## src/logic/mips_pkg.sv

```systemverilog
////////////////////////////////////////
// MIPS subset shared definitions
// Word type, instruction views, encodings
////////////////////////////////////////
package mips_pkg;

  localparam int WORD_W = 32;

  typedef logic [WORD_W-1:0] word_t;

  // One instruction word, R and I field views
  typedef union packed {
    struct packed {
      logic [5:0] opcode;
      logic [4:0] rs;
      logic [4:0] rt;
      logic [4:0] rd;
      logic [4:0] shamt;
      logic [5:0] funct;
    } r;
    struct packed {
      logic [5:0]  opcode;
      logic [4:0]  rs;
      logic [4:0]  rt;
      logic [15:0] imm;
    } i;
  } instr_u;

  // Opcodes
  localparam logic [5:0] OP_RTYPE = 6'h00;
  localparam logic [5:0] OP_ADDIU = 6'h09;
  localparam logic [5:0] OP_ANDI  = 6'h0c;
  localparam logic [5:0] OP_ORI   = 6'h0d;
  localparam logic [5:0] OP_LUI   = 6'h0f;
  localparam logic [5:0] OP_LW    = 6'h23;
  localparam logic [5:0] OP_SW    = 6'h2b;

  // R-type funct codes
  localparam logic [5:0] FN_SLL  = 6'h00;
  localparam logic [5:0] FN_SRL  = 6'h02;
  localparam logic [5:0] FN_ADDU = 6'h21;
  localparam logic [5:0] FN_SUBU = 6'h23;
  localparam logic [5:0] FN_AND  = 6'h24;
  localparam logic [5:0] FN_OR   = 6'h25;
  localparam logic [5:0] FN_XOR  = 6'h26;
  localparam logic [5:0] FN_SLT  = 6'h2a;

  // ALU operations
  localparam logic [3:0] ALU_ADD = 4'd0;
  localparam logic [3:0] ALU_SUB = 4'd1;
  localparam logic [3:0] ALU_AND = 4'd2;
  localparam logic [3:0] ALU_OR  = 4'd3;
  localparam logic [3:0] ALU_XOR = 4'd4;
  localparam logic [3:0] ALU_SLT = 4'd5;
  localparam logic [3:0] ALU_SLL = 4'd6;
  localparam logic [3:0] ALU_SRL = 4'd7;
  localparam logic [3:0] ALU_LUI = 4'd8;

endpackage

```

## src/logic/mem_wb_stage.sv

```systemverilog
////////////////////////////////////////
// Memory and writeback stages
// EX/MEM register, data RAM, MEM/WB register
////////////////////////////////////////
`timescale 1ns/1ps

module mem_wb_stage import mips_pkg::*; #(
  parameter int DMEM_WORDS = 64
) (
  input  logic       clk,
  input  logic       rst_n,
  input  word_t      alu_result,
  input  word_t      store_data,
  input  logic [4:0] dst,
  input  logic       reg_write,
  input  logic       mem_read,
  input  logic       mem_write,
  output logic       mem_reg_write,
  output logic [4:0] mem_dst,
  output word_t      mem_result,
  output logic       wb_valid,
  output logic [4:0] wb_reg,
  output word_t      wb_data
);

  localparam int AW = (DMEM_WORDS > 1) ? $clog2(DMEM_WORDS) : 1;

  word_t ram [DMEM_WORDS];
  word_t m_alu;
  logic  m_read;

  ////////////////////////////////////////
  // EX/MEM register and RAM write
  ////////////////////////////////////////

  always_ff @(posedge clk) begin
    m_alu   <= alu_result;
    mem_dst <= dst;
  end

  always_ff @(posedge clk) begin
    if (!rst_n) begin
      mem_reg_write <= 1'b0;
      m_read        <= 1'b0;
    end else begin
      mem_reg_write <= reg_write;
      m_read        <= mem_read;
    end
  end

  // Word address from the byte address
  always_ff @(posedge clk) begin
    if (!rst_n) begin
      for (int k = 0; k < DMEM_WORDS; k++) begin
        ram[k] <= '0;
      end
    end else if (mem_write) begin
      ram[alu_result[AW+1:2]] <= store_data;
    end
  end

  // Load data read in MEM
  assign mem_result = m_read ? ram[m_alu[AW+1:2]] : m_alu;

  ////////////////////////////////////////
  // MEM/WB register
  ////////////////////////////////////////

  always_ff @(posedge clk) begin
    wb_reg  <= mem_dst;
    wb_data <= mem_result;
  end

  always_ff @(posedge clk) begin
    if (!rst_n) begin
      wb_valid <= 1'b0;
    end else begin
      wb_valid <= mem_reg_write;
    end
  end

endmodule

```

## config.mk

```make
export PLATFORM = sky130hd
export DESIGN_NAME = mem_wb_stage
export DESIGN_NICKNAME = d
export VERILOG_FILES = /design/src/logic/mips_pkg.sv /design/src/logic/mem_wb_stage.sv
export SDC_FILE = /design/constraint.sdc
export NUM_CORES = 2
export LEC_CHECK = 0
export BUFFER_PORTS_ARGS = -buffer_cell sky130_fd_sc_hd__clkbuf_2
export CAP_MARGIN = 20
export CORE_AREA = 4 4 403 405
export CTS_BUF_LIST = sky130_fd_sc_hd__clkbuf_4 sky130_fd_sc_hd__clkbuf_8
export CTS_CLUSTER_SIZE = 12
export DETAILED_ROUTE_END_ITERATION = 7
export DIE_AREA = 0 0 407 409
export PLACE_DENSITY = 0.84
export SYNTH_ARGS = -nofsm -noshare
export SYNTH_HDL_FRONTEND = slang
export SYNTH_SLANG_ARGS = --single-unit
```

## constraint.sdc

```tcl
create_clock -name clk -period 4.55 [get_ports clk]
set_clock_uncertainty 0.05 [all_clocks]
set_input_delay 0.2275 -clock clk [delete_from_list [all_inputs] [get_ports clk]]
set_output_delay 0.2275 -clock clk [all_outputs]
set_load 0.05 [all_outputs]
```

==> impl_metrics.toml <==
[final_layout]
drive_gt1_frac = 0.2476
fin_nets = 6351
reg_top3 = "ram (2048), m_alu (32), wb_data (32)"
top_register = "ram"
layout_common_cells = "2,048 x edfxtp_1, 1,928 x and2_1, 486 x mux4_2, 362 x clkbuf_8, 223 x buf_4"
syn_to_final_growth_pct = 12.95
final_common_cell = "edfxtp_1"
largest_reg_flops = 2048
multi_input_area_sq_mm = 0.03004
fillCellCount = 9635
regArea_sq_mm = 0.06306

[critical_path]
startpoint_type = "flop"
crit_required_ns = 4.27
endpoint_kind = "output pin"
arrival_ns = 4.24
crit_fanout = 14
crit_type = "flop to output pin"
ff2ff_path_depth = 8

[drt]
remaining_drc_errors = 0
wl_per_cell_um = 32.08
vias_per_cell = 6.690
drtAntennaViolNets = 0
wl_um = 276200
first_pass_iters = 6
drtIter0Drc = 10143
num_vias = 57599

[timing]
slew_headroom = 0.1739
fin_crit_ns = 4.520
hold_viol = 0
finalSetupViolCount = 0
max_freq_ghz = 0.2212
fin_setup_tns_ns = 0
worstMarginPinSlew_ns = 1.236
finalCritPeriodShare = 0.9935
setup_slack_ns = 0.02963
hold_ws_ns = 0.06801
drv_slew = 0
rsz0062_at_grt = "yes"

[yosys]
synth_cell_types = 48
synthCells = 6027
ys.flop_type = "edfxtp_1"
avgSynthCellArea_sq_um = 15.72
yosysSeqAreaShare = 0.6652
syn_area_sq_mm = 0.09476
syn_nets = 6101
synth-seq-cells = 2125
async_flop_share = 0
synth_edf_count = 2048
ys_warn_count = 0

[place]
dp_hpwl_um = 154700
gp_congestion = 0.8954
place_ws_ns = 0.7562
io_buffer_count = 149

[run]
drv_cap = 0

[pwr]
p_leak_nw = 38.33
p_per_area_mw_per_mm2 = 398.0
peakVddDrop_mv = 0.4766

[floorplan]
die_h_um = 409
die_area_sq_mm = 0.1665
die_w_um = 407
start_util = 0.5983
rows = 146
ios = 150
core_sq_mm = 0.1584

[grt]
overflow = 0
grt_antenna_before_repair = 22
gr-usage-all-layers = 0.3317
grt_pass1_wl_um = 396400
grt_max_degree = 123
grt_pass1_vias = 58411

[hold_path]
holdPathStages = 2
hold_path_class = "primary input to flop"

[clocking]
numCtsBuffers = 352
cts.sinks = 2125
cts_tree = "built"
clock_latency_ns = 1.10
clockRootBuffer = "clkbuf_8"
ctsLongestPathBuffers = 4
clkTransAtPathRegs_ns = 0.06
htree_num_levels = 5

[status]
status = "complete, no violations"
-- logic make-up after synthesis --
family,share of synthesized area
muxes,0.1357
DFF,0.6652
buffers and inverters,0.02855
AOI/OAI and AO/OA,0.02497
and+or+nand+nor,0.1455
-- metal layers --
| layer | share of wire | routed length [um] | global-route usage | vias up |
|---|---|---|---|---|
| li1 | - | - | - | 22859 |
| met1 | 0.32 | 89510 | 0.4225 | 28611 |
| met2 | 0.46 | 127500 | 0.5085 | 5104 |
| met3 | 0.15 | 40720 | 0.1027 | 1021 |
| met4 | 0.067 | 18450 | 0.1889 | 4 |
| met5 | 0.000083 | 23 | 0 | - |
-- path summary, 6_finish.rpt --
kind	from	end	slack (ns)
worst max-delay path	m_alu[3]	mem_result[5]	0.03
worst min-delay path	alu_result[2]	m_alu[2]	0.07
worst max register to register	m_alu[2]	wb_data[27]	1.41
worst min register to register	mem_dst[2]	wb_reg[2]	0.30
-- power breakdown --
group          switching, W  internal (W)  total (W)
registers          0.000355        0.0224     0.0228
logic               0.00235       0.00131    0.00365
clock network       0.00754       0.00862     0.0162
total                0.0102        0.0324     0.0426
-- layout make-up --
cell class / count / area share
inverters: 2 / 0.00007014
diodes: 12 / 0.0002805
clock buffers: 484 / 0.05510
multi-input cells: 3256 / 0.2806
flip-flops and latches: 2125 / 0.5891
repair buffers: 540 / 0.04453
well taps: 2072 / 0.02422
clock inverters: 119 / 0.006043
-- through the flow --
stage                     instances    util  power [W]  cell area (sq um)
after floorplan                6027       -    0.02517              94760
after global placement         7855  0.6226    0.02641              98600
after detailed placement       7857  0.6228    0.02655              98640
after CTS                      8587  0.6735    0.04243             106700
after global routing           8599  0.6756    0.04367             107000
final                          8610  0.6758    0.04261             107000
-- worst max-delay path, cell delays in order (launching register included) --
cell	delay, ns
dfxtp_4	0.59
buf_4	0.35
mux4_2	0.55
mux2_2	0.30
o211ai_1	0.64
a21oi_1	0.40
clkbuf_2	0.35
-- synthesized netlist by cell type (26+ instances only) --
| cell | number | share of area |
|---|---|---|
| clkbuf_1 | 499 | 0.020 |
| nor2_1 | 71 | 0.0028 |
| a22oi_1 | 109 | 0.0086 |
| nand2_1 | 26 | 0.0010 |
| mux2i_1 | 188 | 0.020 |
| buf_2 | 59 | 0.0031 |
| dfxtp_1 | 77 | 0.016 |
| and2_1 | 1929 | 0.13 |
| edfxtp_1 | 2048 | 0.65 |
| nand3_1 | 55 | 0.0029 |
| buf_1 | 53 | 0.0021 |
| a22o_1 | 29 | 0.0027 |
| and3_1 | 135 | 0.0089 |
| mux4_2 | 486 | 0.12 |
| o21ai_0 | 64 | 0.0034 |
-- repair_timing --
action                                  in CTS  in global routing
buffers inserted                            15                  0
pin swaps                                    1                  0
endpoints found under the setup margin      32                 20
resized for setup                           34                 22
hold buffers                               107                  1
endpoints found under the hold margin     1867                 22
gates cloned                                 5                  2
Power figures use the tool's default switching activity.
