--- src/logic/mips_pkg.sv ---
////////////////////////////////////////
// MIPS subset shared definitions
// Word type, instruction views, encodings
////////////////////////////////////////
package mips_pkg;

  localparam int WORD_W = 32;

  typedef logic [WORD_W-1:0] word_t;

  // One instruction word, R and I field views
  typedef union packed {
    struct packed {
      logic [5:0] opcode;
      logic [4:0] rs;
      logic [4:0] rt;
      logic [4:0] rd;
      logic [4:0] shamt;
      logic [5:0] funct;
    } r;
    struct packed {
      logic [5:0]  opcode;
      logic [4:0]  rs;
      logic [4:0]  rt;
      logic [15:0] imm;
    } i;
  } instr_u;

  // Opcodes
  localparam logic [5:0] OP_RTYPE = 6'h00;
  localparam logic [5:0] OP_ADDIU = 6'h09;
  localparam logic [5:0] OP_ANDI  = 6'h0c;
  localparam logic [5:0] OP_ORI   = 6'h0d;
  localparam logic [5:0] OP_LUI   = 6'h0f;
  localparam logic [5:0] OP_LW    = 6'h23;
  localparam logic [5:0] OP_SW    = 6'h2b;

  // R-type funct codes
  localparam logic [5:0] FN_SLL  = 6'h00;
  localparam logic [5:0] FN_SRL  = 6'h02;
  localparam logic [5:0] FN_ADDU = 6'h21;
  localparam logic [5:0] FN_SUBU = 6'h23;
  localparam logic [5:0] FN_AND  = 6'h24;
  localparam logic [5:0] FN_OR   = 6'h25;
  localparam logic [5:0] FN_XOR  = 6'h26;
  localparam logic [5:0] FN_SLT  = 6'h2a;

  // ALU operations
  localparam logic [3:0] ALU_ADD = 4'd0;
  localparam logic [3:0] ALU_SUB = 4'd1;
  localparam logic [3:0] ALU_AND = 4'd2;
  localparam logic [3:0] ALU_OR  = 4'd3;
  localparam logic [3:0] ALU_XOR = 4'd4;
  localparam logic [3:0] ALU_SLT = 4'd5;
  localparam logic [3:0] ALU_SLL = 4'd6;
  localparam logic [3:0] ALU_SRL = 4'd7;
  localparam logic [3:0] ALU_LUI = 4'd8;

endpackage

--- src/logic/decode_stage.sv ---
////////////////////////////////////////
// Decode stage with register file
// Field decode, controls, load-use stall
////////////////////////////////////////
`timescale 1ns/1ps

module decode_stage import mips_pkg::*; (
  input  logic       clk,
  input  logic       rst_n,
  input  logic       head_valid,
  input  word_t      head_instr,
  input  logic       ex_read_mem,
  input  logic [4:0] ex_rt,
  input  logic       wb_valid,
  input  logic [4:0] wb_reg,
  input  word_t      wb_data,
  output logic       head_take,
  output logic       bubble,
  output logic       id_valid,
  output word_t      id_bus_a,
  output word_t      id_bus_b,
  output word_t      id_imm32,
  output logic [4:0] id_rs,
  output logic [4:0] id_rt,
  output logic [4:0] id_dst,
  output logic [3:0] id_alu_op,
  output logic       id_alu_src_imm,
  output logic       id_reg_write,
  output logic       id_read_mem,
  output logic       id_mem_write
);

  instr_u     ins;
  word_t      regs [32];
  logic [4:0] dst;
  logic       stall;
  logic       use_rs;
  logic       use_rt;
  logic       imm_zext;
  logic       wr;
  logic       rd_mem;
  logic       wr_mem;

  assign ins = head_instr;

  ////////////////////////////////////////
  // Register file
  ////////////////////////////////////////

  always_ff @(posedge clk) begin
    if (!rst_n) begin
      for (int k = 0; k < 32; k++) begin
        regs[k] <= '0;
      end
    end else if (wb_valid && wb_reg != 5'd0) begin
      regs[wb_reg] <= wb_data;
    end
  end

  // Read with WB bypass, r0 stays zero
  function automatic word_t read_reg(input logic [4:0] idx);
    if (idx == 5'd0) begin
      return '0;
    end
    if (wb_valid && wb_reg == idx) begin
      return wb_data;
    end
    return regs[idx];
  endfunction

  ////////////////////////////////////////
  // Opcode and funct decode
  ////////////////////////////////////////

  always_comb begin
    id_alu_op      = ALU_ADD;
    id_alu_src_imm = 1'b1;
    imm_zext       = 1'b0;
    use_rs         = 1'b1;
    use_rt         = 1'b0;
    wr             = 1'b0;
    rd_mem         = 1'b0;
    wr_mem         = 1'b0;
    // I-type writes rt
    dst            = ins.i.rt;
    case (ins.r.opcode)
      OP_RTYPE: begin
        id_alu_src_imm = 1'b0;
        use_rt         = 1'b1;
        dst            = ins.r.rd;
        wr             = 1'b1;
        case (ins.r.funct)
          FN_ADDU: id_alu_op = ALU_ADD;
          FN_SUBU: id_alu_op = ALU_SUB;
          FN_AND:  id_alu_op = ALU_AND;
          FN_OR:   id_alu_op = ALU_OR;
          FN_XOR:  id_alu_op = ALU_XOR;
          FN_SLT:  id_alu_op = ALU_SLT;
          // Shifts take rt and shamt only
          FN_SLL: begin
            id_alu_op = ALU_SLL;
            use_rs    = 1'b0;
          end
          FN_SRL: begin
            id_alu_op = ALU_SRL;
            use_rs    = 1'b0;
          end
          default: wr = 1'b0;
        endcase
      end
      OP_ADDIU: wr = 1'b1;
      OP_ANDI: begin
        id_alu_op = ALU_AND;
        imm_zext  = 1'b1;
        wr        = 1'b1;
      end
      OP_ORI: begin
        id_alu_op = ALU_OR;
        imm_zext  = 1'b1;
        wr        = 1'b1;
      end
      OP_LUI: begin
        id_alu_op = ALU_LUI;
        use_rs    = 1'b0;
        wr        = 1'b1;
      end
      OP_LW: begin
        rd_mem = 1'b1;
        wr     = 1'b1;
      end
      OP_SW: begin
        wr_mem = 1'b1;
        use_rt = 1'b1;
      end
      // Unknown opcode runs as a NOP
      default: use_rs = 1'b0;
    endcase
  end

  assign id_rs    = ins.r.rs;
  assign id_rt    = ins.i.rt;
  assign id_dst   = dst;
  assign id_imm32 = imm_zext ? {16'b0, ins.i.imm} : {{16{ins.i.imm[15]}}, ins.i.imm};
  assign id_bus_a = read_reg(ins.r.rs);
  assign id_bus_b = read_reg(ins.i.rt);

  // Enables only for a real head, never for r0
  assign id_valid     = head_valid;
  assign id_reg_write = head_valid & wr & (dst != 5'd0);
  assign id_read_mem  = head_valid & rd_mem;
  assign id_mem_write = head_valid & wr_mem;

  // Load in EX feeding a source used here
  assign stall = head_valid & ex_read_mem & (ex_rt != 5'd0) &
                 ((use_rs & (ex_rt == ins.r.rs)) | (use_rt & (ex_rt == ins.i.rt)));

  assign bubble    = stall;
  assign head_take = head_valid & ~stall;

endmodule

--- config.mk ---
export PLATFORM = sky130hd
export DESIGN_NAME = decode_stage
export DESIGN_NICKNAME = d
export VERILOG_FILES = /design/src/logic/mips_pkg.sv /design/src/logic/decode_stage.sv
export SDC_FILE = /design/constraint.sdc
export NUM_CORES = 2
export LEC_CHECK = 0
export BUFFER_PORTS_ARGS = -buffer_cell sky130_fd_sc_hd__buf_2
export CORE_ASPECT_RATIO = 0.75
export CORE_MARGIN = 5
export CORE_UTILIZATION = 42
export DETAILED_ROUTE_END_ITERATION = 8
export PLACE_DENSITY = 0.68
export SETUP_SLACK_MARGIN = 0.4
export SLEW_MARGIN = 10
export SYNTH_ARGS = -nofsm -noshare
export SYNTH_HDL_FRONTEND = slang
export SYNTH_SLANG_ARGS = --single-unit
--- constraint.sdc ---
create_clock -name clk -period 10.45 [get_ports clk]
set_input_delay 0.5225 -clock clk [delete_from_list [all_inputs] [get_ports clk]]
set_output_delay 0.5225 -clock clk [all_outputs]
set_load 0.02 [all_outputs]
==> impl_metrics.yaml <==
cts:
  htreeDepth: 3
  clock_path_buffers: 3
  cts_sinks: 1024
  cts_tree: "yes"
  cts_resized: 0
  root_buffer: "clkbuf_16"
  cts_buffers: 98
  cts_setup_buffers: 0
  hold_buffers: 0
  path_clk_slew_ns: 0.06
routing:
  wl_um: 213000
  viasPerCell: 6.73
  firstDrtPassIters: 6
  drt-initial-drc-count: 7656
  route.vias.total: 38900
  drc: 0
  ant_nets: 0
  wire_per_inst_um: 36.9
flow_run:
  timing.max_cap.violations: 0
yosys:
  ys_top_cells_by_count: "edfxtp_1 (1024), and2_1 (996), mux4_2 (398), clkbuf_1 (305), mux2i_1 (248)"
  syn_inst: 3952
  synth-simple-area-share_pct: 13.9
  synth_ff_type: "edfxtp_1"
  synth_top_family_by_area: "multiplexers"
  synth.yosys.seq_area_share_pct: 55.3
  synth_edf_count: 1024
  synth-xor-area-share_pct: 0.347
  synth-async-reset-ratio_pct: 0
  yosysWarnings: 0
  netlist.area_leader.share_pct: 55.3
  muxShareOfSynthArea_pct: 20.7
  synth_compound_area_share_pct: 5.90
  netlist_area_um2: 55600
  syn_avg_cell_area_um2: 14.1
  yosysUniqueCellTypes: 55
  yosys-top-cells-area: "edfxtp_1 (55%), mux4_2 (16%), and2_1 (11%), mux2i_1 (4.5%), clkbuf_1 (2.1%)"
  yosysMostFrequentCell: "edfxtp_1"
  ys_ff_latch: 1024
  yosys.area.top_type: "edfxtp_1"
  synth_adder_area_share_pct: 0.0180
global_routing:
  globalRouteOverflowTotal: 0
  grt_pass1_vias: 37300
  grt_pass1_wl_um: 293000
  antenna_found_initial: 24
  grt_usage_pct: 29.6
  grt_start_max_net_pins: 88
placement:
  dp.final_hpwl_um: 117000
  dpl_cell_area_um2: 58400
  gp_congestion: 0.887
  portBuffers: 190
layout:
  synthToLayoutAreaGrowth_pct: 10.7
  nets: 4003
  largest_reg_flops: 1024
  drive_gt1_share_pct: 23.8
  final_area_um2: 61600
  top_register: "regs"
  reg_top3: "regs: 1024 flops"
  fillerInstances: 11200
die:
  die_x_um: 430
  core_region_area_um2: 131000
  die_area_um2: 140000
  io_pins: 201
  row_count: 115
  initial_core_util_pct: 42.3
  dieHeight_um: 325
sta:
  final-hold-violation-count: 0
  finalSetupViolCount: 0
  timing.fmax_mhz: 209
  slew-limit-headroom_pct: 12.6
  whs_ns: 0.437
  worst_pin_slew_ns: 1.31
  drv_slew: 0
  finalCritPeriodShare_pct: 45.9
  tns_ns: 0
  rsz0062_at_grt: "false"
  period_minus_slack_ns: 4.80
power_and_ir_drop:
  power_frac_comb_pct: 13.6
  swShare_pct: 26.8
  p_seq_share_pct: 49.3
  p_clk_share_pct: 37.1
  power_density_nw_per_um2: 160
  vdd_ir_drop_max_mv: 0.143
  p_leak_nw: 21.4
  switchingPower_mw: 2.65
  power.internal_mw: 7.23
min_path:
  min_to: "regs[11][8]"
  min_from: "wb_data[8]"
  min_path_type: "in2reg"
  holdPathStages: 2
outcome:
  status: "finished, final reports clean"
worst_setup_path:
  critPathLaunch: "head_instr[21]"
  worst_ep_arrival_time_ns: 4.27
  cp.required_ns: 9.93
  crit_path_end_kind: "primary output"
  path_class: "in2out"
  cp_max_fo: 65
  startpoint_type: "input port"
## routing by layer
layer / track usage, % / part of all wire [%] / wire length (um) / vias to the layer above
li1: - / - / - / 15000
met1: 40.7 / 37 / 78400 / 19600
met2: 41.1 / 41 / 87700 / 3714
met3: 13.3 / 17 / 36900 / 594
met4: 11.6 / 4.7 / 10100 / 2
met5: 0.0683 / 0.0061 / 13 / -
## power groups by stage
stage / sequential, mW / combinational (mW) / clock [mW]
global route: 4.88 / 1.38 / 3.85
floorplan: 4.91 / 0.824 / 0
finish: 4.86 / 1.35 / 3.67
CTS: 4.86 / 1.31 / 3.67
global placement: 4.93 / 1.30 / 0
detailed placement: 4.94 / 1.30 / 0
## worst max-delay path by stage
stage,endpoint,depth (start not counted)
floorplan,regs[4][0],4
global placement,id_bus_b[18],8
detailed placement,id_bus_a[20],8
CTS,id_bus_b[30],8
global route,id_bus_a[20],8
finish,id_bus_a[20],8
## kinds of logic (layout without fill, tap and decap cells)
logic type | after synthesis | in the layout
xor gates and xnor gates | 22 | 22
adders and majority gates | 1 | 1
buffers and inverters | 471 | 495
AOI/OAI and AO/OA | 455 | 455
DFF | 1024 | 1024
muxes | 652 | 652
other | 1 | 47
and+or+nand+nor | 1326 | 1326
## critical path, cell delays in order
cell and delay, ns:
buf_8 0.51, buf_4 0.63, buf_4 0.76, mux4_2 0.60, mux2i_1 0.34, o221ai_1 0.16, o221a_2 0.36, buf_2 0.18
## area by class of cell
type | count | area [um2] | area share [%]
inverters | 5 | 18.8 | 0.0305
clock buffers | 113 | 2570 | 4.18
repair buffers | 307 | 1890 | 3.07
well taps | 1755 | 2200 | 3.57
diodes | 15 | 37.5 | 0.0610
clock inverters | 70 | 603 | 0.979
flip-flops and latches | 1024 | 30700 | 49.9
multi-input cells | 2488 | 23500 | 38.2
## layout by cell type, fill, tap and decap left out, types with 4 or more instances in the layout
cell	Yosys	layout
edfxtp_1	1024	1024
and2_1	996	994
mux4_2	398	398
mux2i_1	248	248
buf_2	69	183
a22oi_1	148	148
nand2_1	147	147
buf_4	67	119
clkbuf_16	0	101
a21oi_1	69	69
nand3_1	68	68
o22ai_1	47	47
o221ai_1	35	35
nor2_4	0	34
a32o_1	32	32
a211oi_1	32	32
conb_1	1	32
o21ai_4	0	31
clkinv_1	0	30
nor2_1	58	24
o211ai_1	19	19
clkinv_2	0	19
xnor2_1	18	18
o221a_2	17	17
diode_2	0	15
o21ai_0	43	12
clkbuf_1	305	12
bufinv_16	0	9
nand4_1	8	8
nor3_1	9	7
mux2_2	6	6
nand3b_1	5	5
nand2b_1	5	5
inv_1	5	4
xor2_1	4	4
nor2b_4	0	4
clkinvlp_4	0	4
buf_8	0	4
## through the flow
stage / setup slack, ns / instances / total power [mW] / util [%]
5_1_grt: 5.50 / 5765 / 10.1 / 46.8
6_report: 5.65 / 5777 / 9.88 / 46.9
2_1_floorplan: 6.37 / 3983 / 5.73 / -
4_1_cts: 5.71 / 5762 / 9.83 / 46.8
3_5_place_dp: 5.71 / 5579 / 6.25 / 44.4
3_3_place_gp: 5.47 / 5579 / 6.22 / 44.4
Note: power is estimated with default switching activity, not from simulation.
