File: config.mk
export PLATFORM = sky130hd
export DESIGN_NAME = inst_buffer
export DESIGN_NICKNAME = d
export VERILOG_FILES = /design/src/logic/mips_pkg.sv /design/src/logic/inst_buffer.sv
export SDC_FILE = /design/constraint.sdc
export NUM_CORES = 1
export LEC_CHECK = 0
export ABC_AREA = 1
export BUFFER_PORTS_ARGS = -buffer_cell sky130_fd_sc_hd__buf_2
export CORE_MARGIN = 3
export CORE_UTILIZATION = 24
export CTS_CLUSTER_SIZE = 10
export DETAILED_ROUTE_END_ITERATION = 6
export GPL_TIMING_DRIVEN = 0
export PLACE_DENSITY = 0.46
export SKIP_LAST_GASP = 1
export SLEW_MARGIN = 20
export SYNTH_ARGS = -nofsm -noshare
export SYNTH_HDL_FRONTEND = slang
export SYNTH_SLANG_ARGS = --single-unit
File: constraint.sdc
create_clock -name clk -period 1.9 [get_ports clk]
set_input_delay 0.095 -clock clk [delete_from_list [all_inputs] [get_ports clk]]
set_output_delay 0.095 -clock clk [all_outputs]
set_load 0.005 [all_outputs]
File: src/logic/mips_pkg.sv
////////////////////////////////////////
// MIPS subset shared definitions
// Word type, instruction views, encodings
////////////////////////////////////////
package mips_pkg;

  localparam int WORD_W = 32;

  typedef logic [WORD_W-1:0] word_t;

  // One instruction word, R and I field views
  typedef union packed {
    struct packed {
      logic [5:0] opcode;
      logic [4:0] rs;
      logic [4:0] rt;
      logic [4:0] rd;
      logic [4:0] shamt;
      logic [5:0] funct;
    } r;
    struct packed {
      logic [5:0]  opcode;
      logic [4:0]  rs;
      logic [4:0]  rt;
      logic [15:0] imm;
    } i;
  } instr_u;

  // Opcodes
  localparam logic [5:0] OP_RTYPE = 6'h00;
  localparam logic [5:0] OP_ADDIU = 6'h09;
  localparam logic [5:0] OP_ANDI  = 6'h0c;
  localparam logic [5:0] OP_ORI   = 6'h0d;
  localparam logic [5:0] OP_LUI   = 6'h0f;
  localparam logic [5:0] OP_LW    = 6'h23;
  localparam logic [5:0] OP_SW    = 6'h2b;

  // R-type funct codes
  localparam logic [5:0] FN_SLL  = 6'h00;
  localparam logic [5:0] FN_SRL  = 6'h02;
  localparam logic [5:0] FN_ADDU = 6'h21;
  localparam logic [5:0] FN_SUBU = 6'h23;
  localparam logic [5:0] FN_AND  = 6'h24;
  localparam logic [5:0] FN_OR   = 6'h25;
  localparam logic [5:0] FN_XOR  = 6'h26;
  localparam logic [5:0] FN_SLT  = 6'h2a;

  // ALU operations
  localparam logic [3:0] ALU_ADD = 4'd0;
  localparam logic [3:0] ALU_SUB = 4'd1;
  localparam logic [3:0] ALU_AND = 4'd2;
  localparam logic [3:0] ALU_OR  = 4'd3;
  localparam logic [3:0] ALU_XOR = 4'd4;
  localparam logic [3:0] ALU_SLT = 4'd5;
  localparam logic [3:0] ALU_SLL = 4'd6;
  localparam logic [3:0] ALU_SRL = 4'd7;
  localparam logic [3:0] ALU_LUI = 4'd8;

endpackage

File: src/logic/inst_buffer.sv
////////////////////////////////////////
// Instruction FIFO ahead of decode
// Returns one credit per popped word
////////////////////////////////////////
`timescale 1ns/1ps

module inst_buffer import mips_pkg::*; #(
  parameter int IBUF_DEPTH = 4
) (
  input  logic  clk,
  input  logic  rst_n,
  input  logic  in_valid,
  input  word_t in_instr,
  input  logic  head_take,
  output logic  head_valid,
  output word_t head_instr,
  output logic  in_credit
);

  localparam int PW = (IBUF_DEPTH > 1) ? $clog2(IBUF_DEPTH) : 1;
  localparam int CW = $clog2(IBUF_DEPTH + 1);

  // Instruction word storage
  word_t mem [IBUF_DEPTH];

  logic [PW-1:0] wr_ptr;
  logic [PW-1:0] rd_ptr;
  logic [CW-1:0] count;
  logic          pop;

  // Pop only a valid head
  assign pop        = head_take & head_valid;
  assign head_valid = (count != '0);
  assign head_instr = mem[rd_ptr];
  // Credit goes back with the pop
  assign in_credit  = pop;

  always_ff @(posedge clk) begin
    if (in_valid) begin
      mem[wr_ptr] <= in_instr;
    end
  end

  always_ff @(posedge clk) begin
    if (!rst_n) begin
      wr_ptr <= '0;
      rd_ptr <= '0;
      count  <= '0;
    end else begin
      // Pointers wrap at the depth, not at a power of two
      if (in_valid) begin
        wr_ptr <= (wr_ptr == PW'(IBUF_DEPTH - 1)) ? '0 : wr_ptr + 1'b1;
      end
      if (pop) begin
        rd_ptr <= (rd_ptr == PW'(IBUF_DEPTH - 1)) ? '0 : rd_ptr + 1'b1;
      end
      // Occupancy
      case ({in_valid, pop})
        2'b10:   count <= count + 1'b1;
        2'b01:   count <= count - 1'b1;
        default: count <= count;
      endcase
    end
  end

endmodule

==> results of run 1 <==
## timing repair
| item | 4_1_cts | 5_1_grt |
|---|---|---|
| hold buffers | 33 | 0 |
| endpoints found under the hold margin | 137 | 0 |
| endpoints found under the setup margin | 1 | 8 |
| gates resized for setup | 1 | 7 |
## layer usage
| metal | up-vias | wire length (µm) | global-route usage |
|---|---|---|---|
| li1 | 1630 | - | - |
| met3 | 12 | 516 | 0.0326 |
| met2 | 71 | 6390 | 0.186 |
| met1 | 1637 | 6000 | 0.139 |
| met5 | - | 0 | 0 |
| met4 | 0 | 155 | 0.0404 |
## power by group
group | leakage (nW) | total, mW | internal [mW] | switching, mW
clock network | 0.293 | 3.36 | 2.17 | 1.19
registers | 1.25 | 3.54 | 3.48 | 0.0590
logic | 1.00 | 1.88 | 0.757 | 1.12
total | 2.54 | 8.78 | 6.40 | 2.37
## worst register-to-register path: stages (launching register included)
cell	delay, ps
dfxtp_1	330
inv_1	80
nand3_4	110
and2_1	150
ha_2	180
inv_1	60
fa_1	390
inv_1	70
nand2_1	60
nand3_1	70
nand2_1	50
inv_1	50
nor2_1	30
## cell usage after synthesis (all sizes together), types with 4 or more instances
cell | number | share of area
dfxtp | 9 | 0.034
o22ai | 32 | 0.038
nand3 | 4 | 0.0038
nand2 | 10 | 0.0071
o21ai | 68 | 0.065
a21oi | 5 | 0.0048
buf | 18 | 0.029
inv | 17 | 0.014
nor2 | 67 | 0.048
ha | 6 | 0.014
edfxtp | 128 | 0.73
## stage by stage
step	area (µm²)	instances
after floorplan	5250	370
after global placement	5940	714
after detailed placement	6030	718
after CTS	6970	783
after global routing	6990	783
final	6990	783
## flip-flops by register name, indices dropped and copies added, names as in the netlist, named ones only
name and count:
rd_ptr 2, wr_ptr 2, mem 128, count 3
## cell families (layout without fill, tap and decap cells)
group | Yosys count | count (layout) | synth area share
flip-flops | 137 | 137 | 0.766
AO/OA/AOI/OAI | 106 | 106 | 0.110
AND/OR/NAND/NOR | 84 | 84 | 0.0624
buffers and inverters | 36 | 174 | 0.0436
adder cells (fa/ha/maj) | 7 | 7 | 0.0181
## layout make-up
cell class | instances | area [µm²] | area share
Tap cell | 275 | 344 | 0.0492
Clock buffer | 17 | 425 | 0.0609
Multi-Input combinational cell | 197 | 1010 | 0.145
Clock inverter | 15 | 183 | 0.0261
Inverter | 17 | 71.3 | 0.0102
Sequential cell | 137 | 4030 | 0.576
Buffer | 19 | 164 | 0.0235
Timing Repair Buffer | 106 | 763 | 0.109
## path summary, 6_finish.rpt
check,endpoint,cells past startpoint,start,slack (ps)
setup / recovery,count[2],12,count[2],170
hold / removal,flop,4,head_take,50
setup reg to reg,count[2],12,count[2],170
hold reg to reg,count[0],2,count[0],530
==> flow_summary.ini, run 1 <==
[run_status]
outcome = finished, final reports clean

[synth]
synth.distinct_cells = 22
synth_edf_count = 128
syn_nets = 413
synthFlopType = edfxtp_1
syn_area_per_cell_um2 = 14.2
ys_seq_area_frac = 0.766
ys_ff_latch = 137
yosysWarnings = 0
syn-instance-count = 370
async_reset_ff_frac = 0
synth_area_mm2 = 0.00525

[placed_design]
dp_hpwl_mm = 8.21
place_congestion = 0.704
io_buffers = 69
place_ws_ps = 60.7

[job]
maxCapViolations = 0

[clock_network]
cts_setup_buffers = 0
cts_root_buf = clkbuf_16
clkTransAtPathRegs_ps = 60
cts_tree = yes
worstSkewPairLatency_ps = 410
cts_buffer_depth = 2
htree_levels = 4
cts_made_buffers = 17
clock-sinks = 137

[critical_path]
worstPathCellList = inv_1 -> nand3_4 -> and2_1 -> ha_2 -> inv_1 -> fa_1 -> inv_1 -> nand2_1 -> nand3_1 -> nand2_1 -> inv_1 -> nor2_1
arrival_ps = 2040
cp_top_family = adder cells
startpoint_type = flop
cp_max_fo = 6
crit_top_cell = inv_1
worst_path_max_delay_cell = fa_1
worstPathRequired_ps = 2210
crit_type = reg2reg
critPathBufInv = 4
end_kind = flop
crit_path_max_incr_delay_ps = 390

[die]
num_rows = 53
dieArea_mm2 = 0.0237
fp.coreArea_mm2 = 0.0213
die_w_um = 154
io_pins = 70
fp.dieH_um = 154
initial_core_util = 0.247

[detailed_routing]
ant_nets = 0
firstDrtPassIters = 4
drc_errors = 0
wl_per_cell_um = 16.7
vias = 3350
vias_per_cell = 4.28
routed_wl_mm = 13.1
first_iter_violations = 123

[grt]
grt_start_max_net_pins = 27
grt_pass1_vias = 3444
overflow = 0
antenna_found_initial = 0
track_usage = 0.112
grt_pass1_wl_mm = 19.7

[sta]
finalHoldViolations = 0
fin_crit_sh = 0.909
tightest_slew_ps = 532
fmax_ghz = 0.579
skew_ps = 3.74
slew_headroom = 0.645
setup_violations = 0
rsz0062_at_grt = yes
setup-tns-final_ps = 0
fin_hold_ws_ps = 49.6
period_minus_slack_ps = 1730
slew_viol_final = 0
layout_setup_ws_ps = 173

[layout]
final_util = 0.328
fill_cells = 2095
nets = 538
syn_to_final_growth_pct = 33.1
insertedDiodeCount = 0
drive_gt1_frac = 0.258
mostFrequentLayoutCell = edfxtp_1
layout_common_cells = edfxtp_1, buf_2, nor2_1, o21ai_0, dlygate4sd3_1

[power]
p_leak_nw = 2.54
ir_drop_v = 0.000668
power_mw = 8.78
power.density_mw_per_mm2 = 1260

[min_path]
hold_path.class = in2reg
(Power assumes the default switching activity.)
==> run 2, diff against run 1 <==
--- a/config.mk
+++ b/config.mk
@@ -12,7 +12,8 @@
 export CTS_CLUSTER_SIZE = 10
 export DETAILED_ROUTE_END_ITERATION = 6
 export GPL_TIMING_DRIVEN = 0
-export PLACE_DENSITY = 0.46
+export PLACE_DENSITY_LB_ADDON = 0.25
+export REMOVE_ABC_BUFFERS = 1
 export SKIP_LAST_GASP = 1
 export SLEW_MARGIN = 20
 export SYNTH_ARGS = -nofsm -noshare
==> run 2 against run 1 <==
  * Sequential power increased by 2%
  * Largest cell class unchanged
  * First-iteration DRC count grew 2.4%
  * Routed wire length shrank 5.1%
  * Sequential share of layout area shrank 0.26 points
  * Cell area up 0.61%
  * Final cell count down 1.7%
  * Clock power up 14%
==> flow_summary.ini, run 2 (synthesis results as in run 1) <==
[grt]
grt_pass1_wl_mm = 18.7
antenna_found_initial = 0
grt_start_max_net_pins = 65
grt_util_met3 = 0.0377
met2_usage = 0.178
grt_pass1_vias = 3416
gr-max-usage-layer = met2
overflow = 0
track_usage = 0.104
grt_use_met1 = 0.123

[critical_path]
crit_type = reg2out
arrival_ps = 1660
startpoint_type = flop
critPathBufInv = 2
worst_path_max_delay_cell = dfxtp_4
cp_max_fo = 18
worstPathRequired_ps = 1800
end_kind = primary output
worstPathCellList = buf_16 -> o21ai_0 -> o22ai_1 -> buf_2
cp_top_family = flip-flops
crit_path_max_incr_delay_ps = 580

[clock_network]
cts_made_buffers = 17
clkTransAtPathRegs_ps = 60
htree_levels = 4
cts_root_buf = clkbuf_16
cts_tree = yes
clock-sinks = 137
worstSkewPairLatency_ps = 410
cts_buffer_depth = 2

[sta]
setup-tns-final_ps = 0
fin_crit_sh = 0.923
setup_violations = 0
slew_viol_final = 0
tightest_slew_ps = 505
fmax_ghz = 0.570
rsz0062_at_grt = yes
finalHoldViolations = 0
skew_ps = 9.71
period_minus_slack_ps = 1750
slew_headroom = 0.663

[layout]
drive_gt1_frac = 0.242
nets = 525
insertedDiodeCount = 0
top_register = mem
syn_to_final_growth_pct = 33.9
largest_reg_flops = 128
mostFrequentLayoutCell = edfxtp_1
layout_common_cells = edfxtp_1, buf_2, nor2_1, o21ai_0, dlygate4sd3_1
biggestRegsByFlops = mem: 128 flops, count: 3 flops
fin_cells = 770
final_util = 0.330

[power]
power.density_mw_per_mm2 = 1310
ir_drop_v = 0.000566
p_leak_nw = 2.54

[placed_design]
io_buffers = 69
place_inst = 699
place_congestion = 0.706
dp_hpwl_mm = 6.65

[job]
maxCapViolations = 0

[die]
die_w_um = 154
fp.dieH_um = 154
fp.coreArea_mm2 = 0.0213
initial_core_util = 0.247
io_pins = 70
num_rows = 53
dieArea_mm2 = 0.0237

[detailed_routing]
first_iter_violations = 126
wl_per_cell_um = 16.1
routed_wl_mm = 12.4
ant_nets = 0
drc_errors = 0
vias = 3332
vias_per_cell = 4.33
firstDrtPassIters = 4

[run_status]
outcome = finished, final reports clean

[min_path]
hold_path.class = in2reg
## run 2: cell count changes in the layout (fill, tap and decap cells not counted), sizes merged
cell	change
clkbuf	-3
inv	+2
clkinv	-5
dlygate4sd3	+1
buf	-11
bufinv	+3
## run 2: final cells by class
type | instances | area [µm²]
Fill cell | 2063 | 14300
Sequential cell | 137 | 4030
Multi-Input combinational cell | 197 | 1010
Timing Repair Buffer | 112 | 873
Clock buffer | 17 | 425
Tap cell | 275 | 344
Clock inverter | 15 | 270
Inverter | 17 | 76.3
## run 2: worst min-delay path, delay by kind of cell
family	cells	cell delay [ps]
buffers and inverters	2	250
AOI/OAI and AO/OA	1	80
## run 2: through the flow
stage          cell area (µm²)  total power [mW]  hold slack [ps]  setup slack [ps]
2_1_floorplan             5090              4.43              194             -63.4
3_5_place_dp              5900              5.19              311             -11.9
3_3_place_gp              5780              5.12              306             -1300
4_1_cts                   6980              9.21             40.3              55.0
6_report                  7030              9.18             69.3               147
5_1_grt                   7030              9.65             64.0             -22.8
## run 2: routing by layer
layer  routed length [µm]  vias up  part of all wire
li1                     -     1598                 -
met1                 5500     1633              0.44
met2                 6020       80              0.49
met3                  617       21             0.050
met4                  262        0             0.021
met5                    0        -                 0
## run 2: timing repair
item,CTS,global route
pin swaps,0,0
hold endpoints to repair,137,0
setup buffers,2,3
gates resized for setup,3,2
endpoints found under the setup margin,32,7
hold buffers,34,0
## run 2: worst paths after layout
path | start | endpoint | slack, ps | depth (start not counted)
worst max-delay path | flop | head_instr[25] | 150 | 4
worst min-delay path | in_valid | wr_ptr[1] | 70 | 3
worst max register to register | count[2] | count[2] | 150 | 12
worst min register to register | rd_ptr[1] | flop | 530 | 2
## run 2: report_power, final
part	internal (mW)	switching, mW	leakage, nW
Clock	2.60	1.24	0.334
Sequential	3.48	0.123	1.25
Combinational	0.695	1.04	0.958
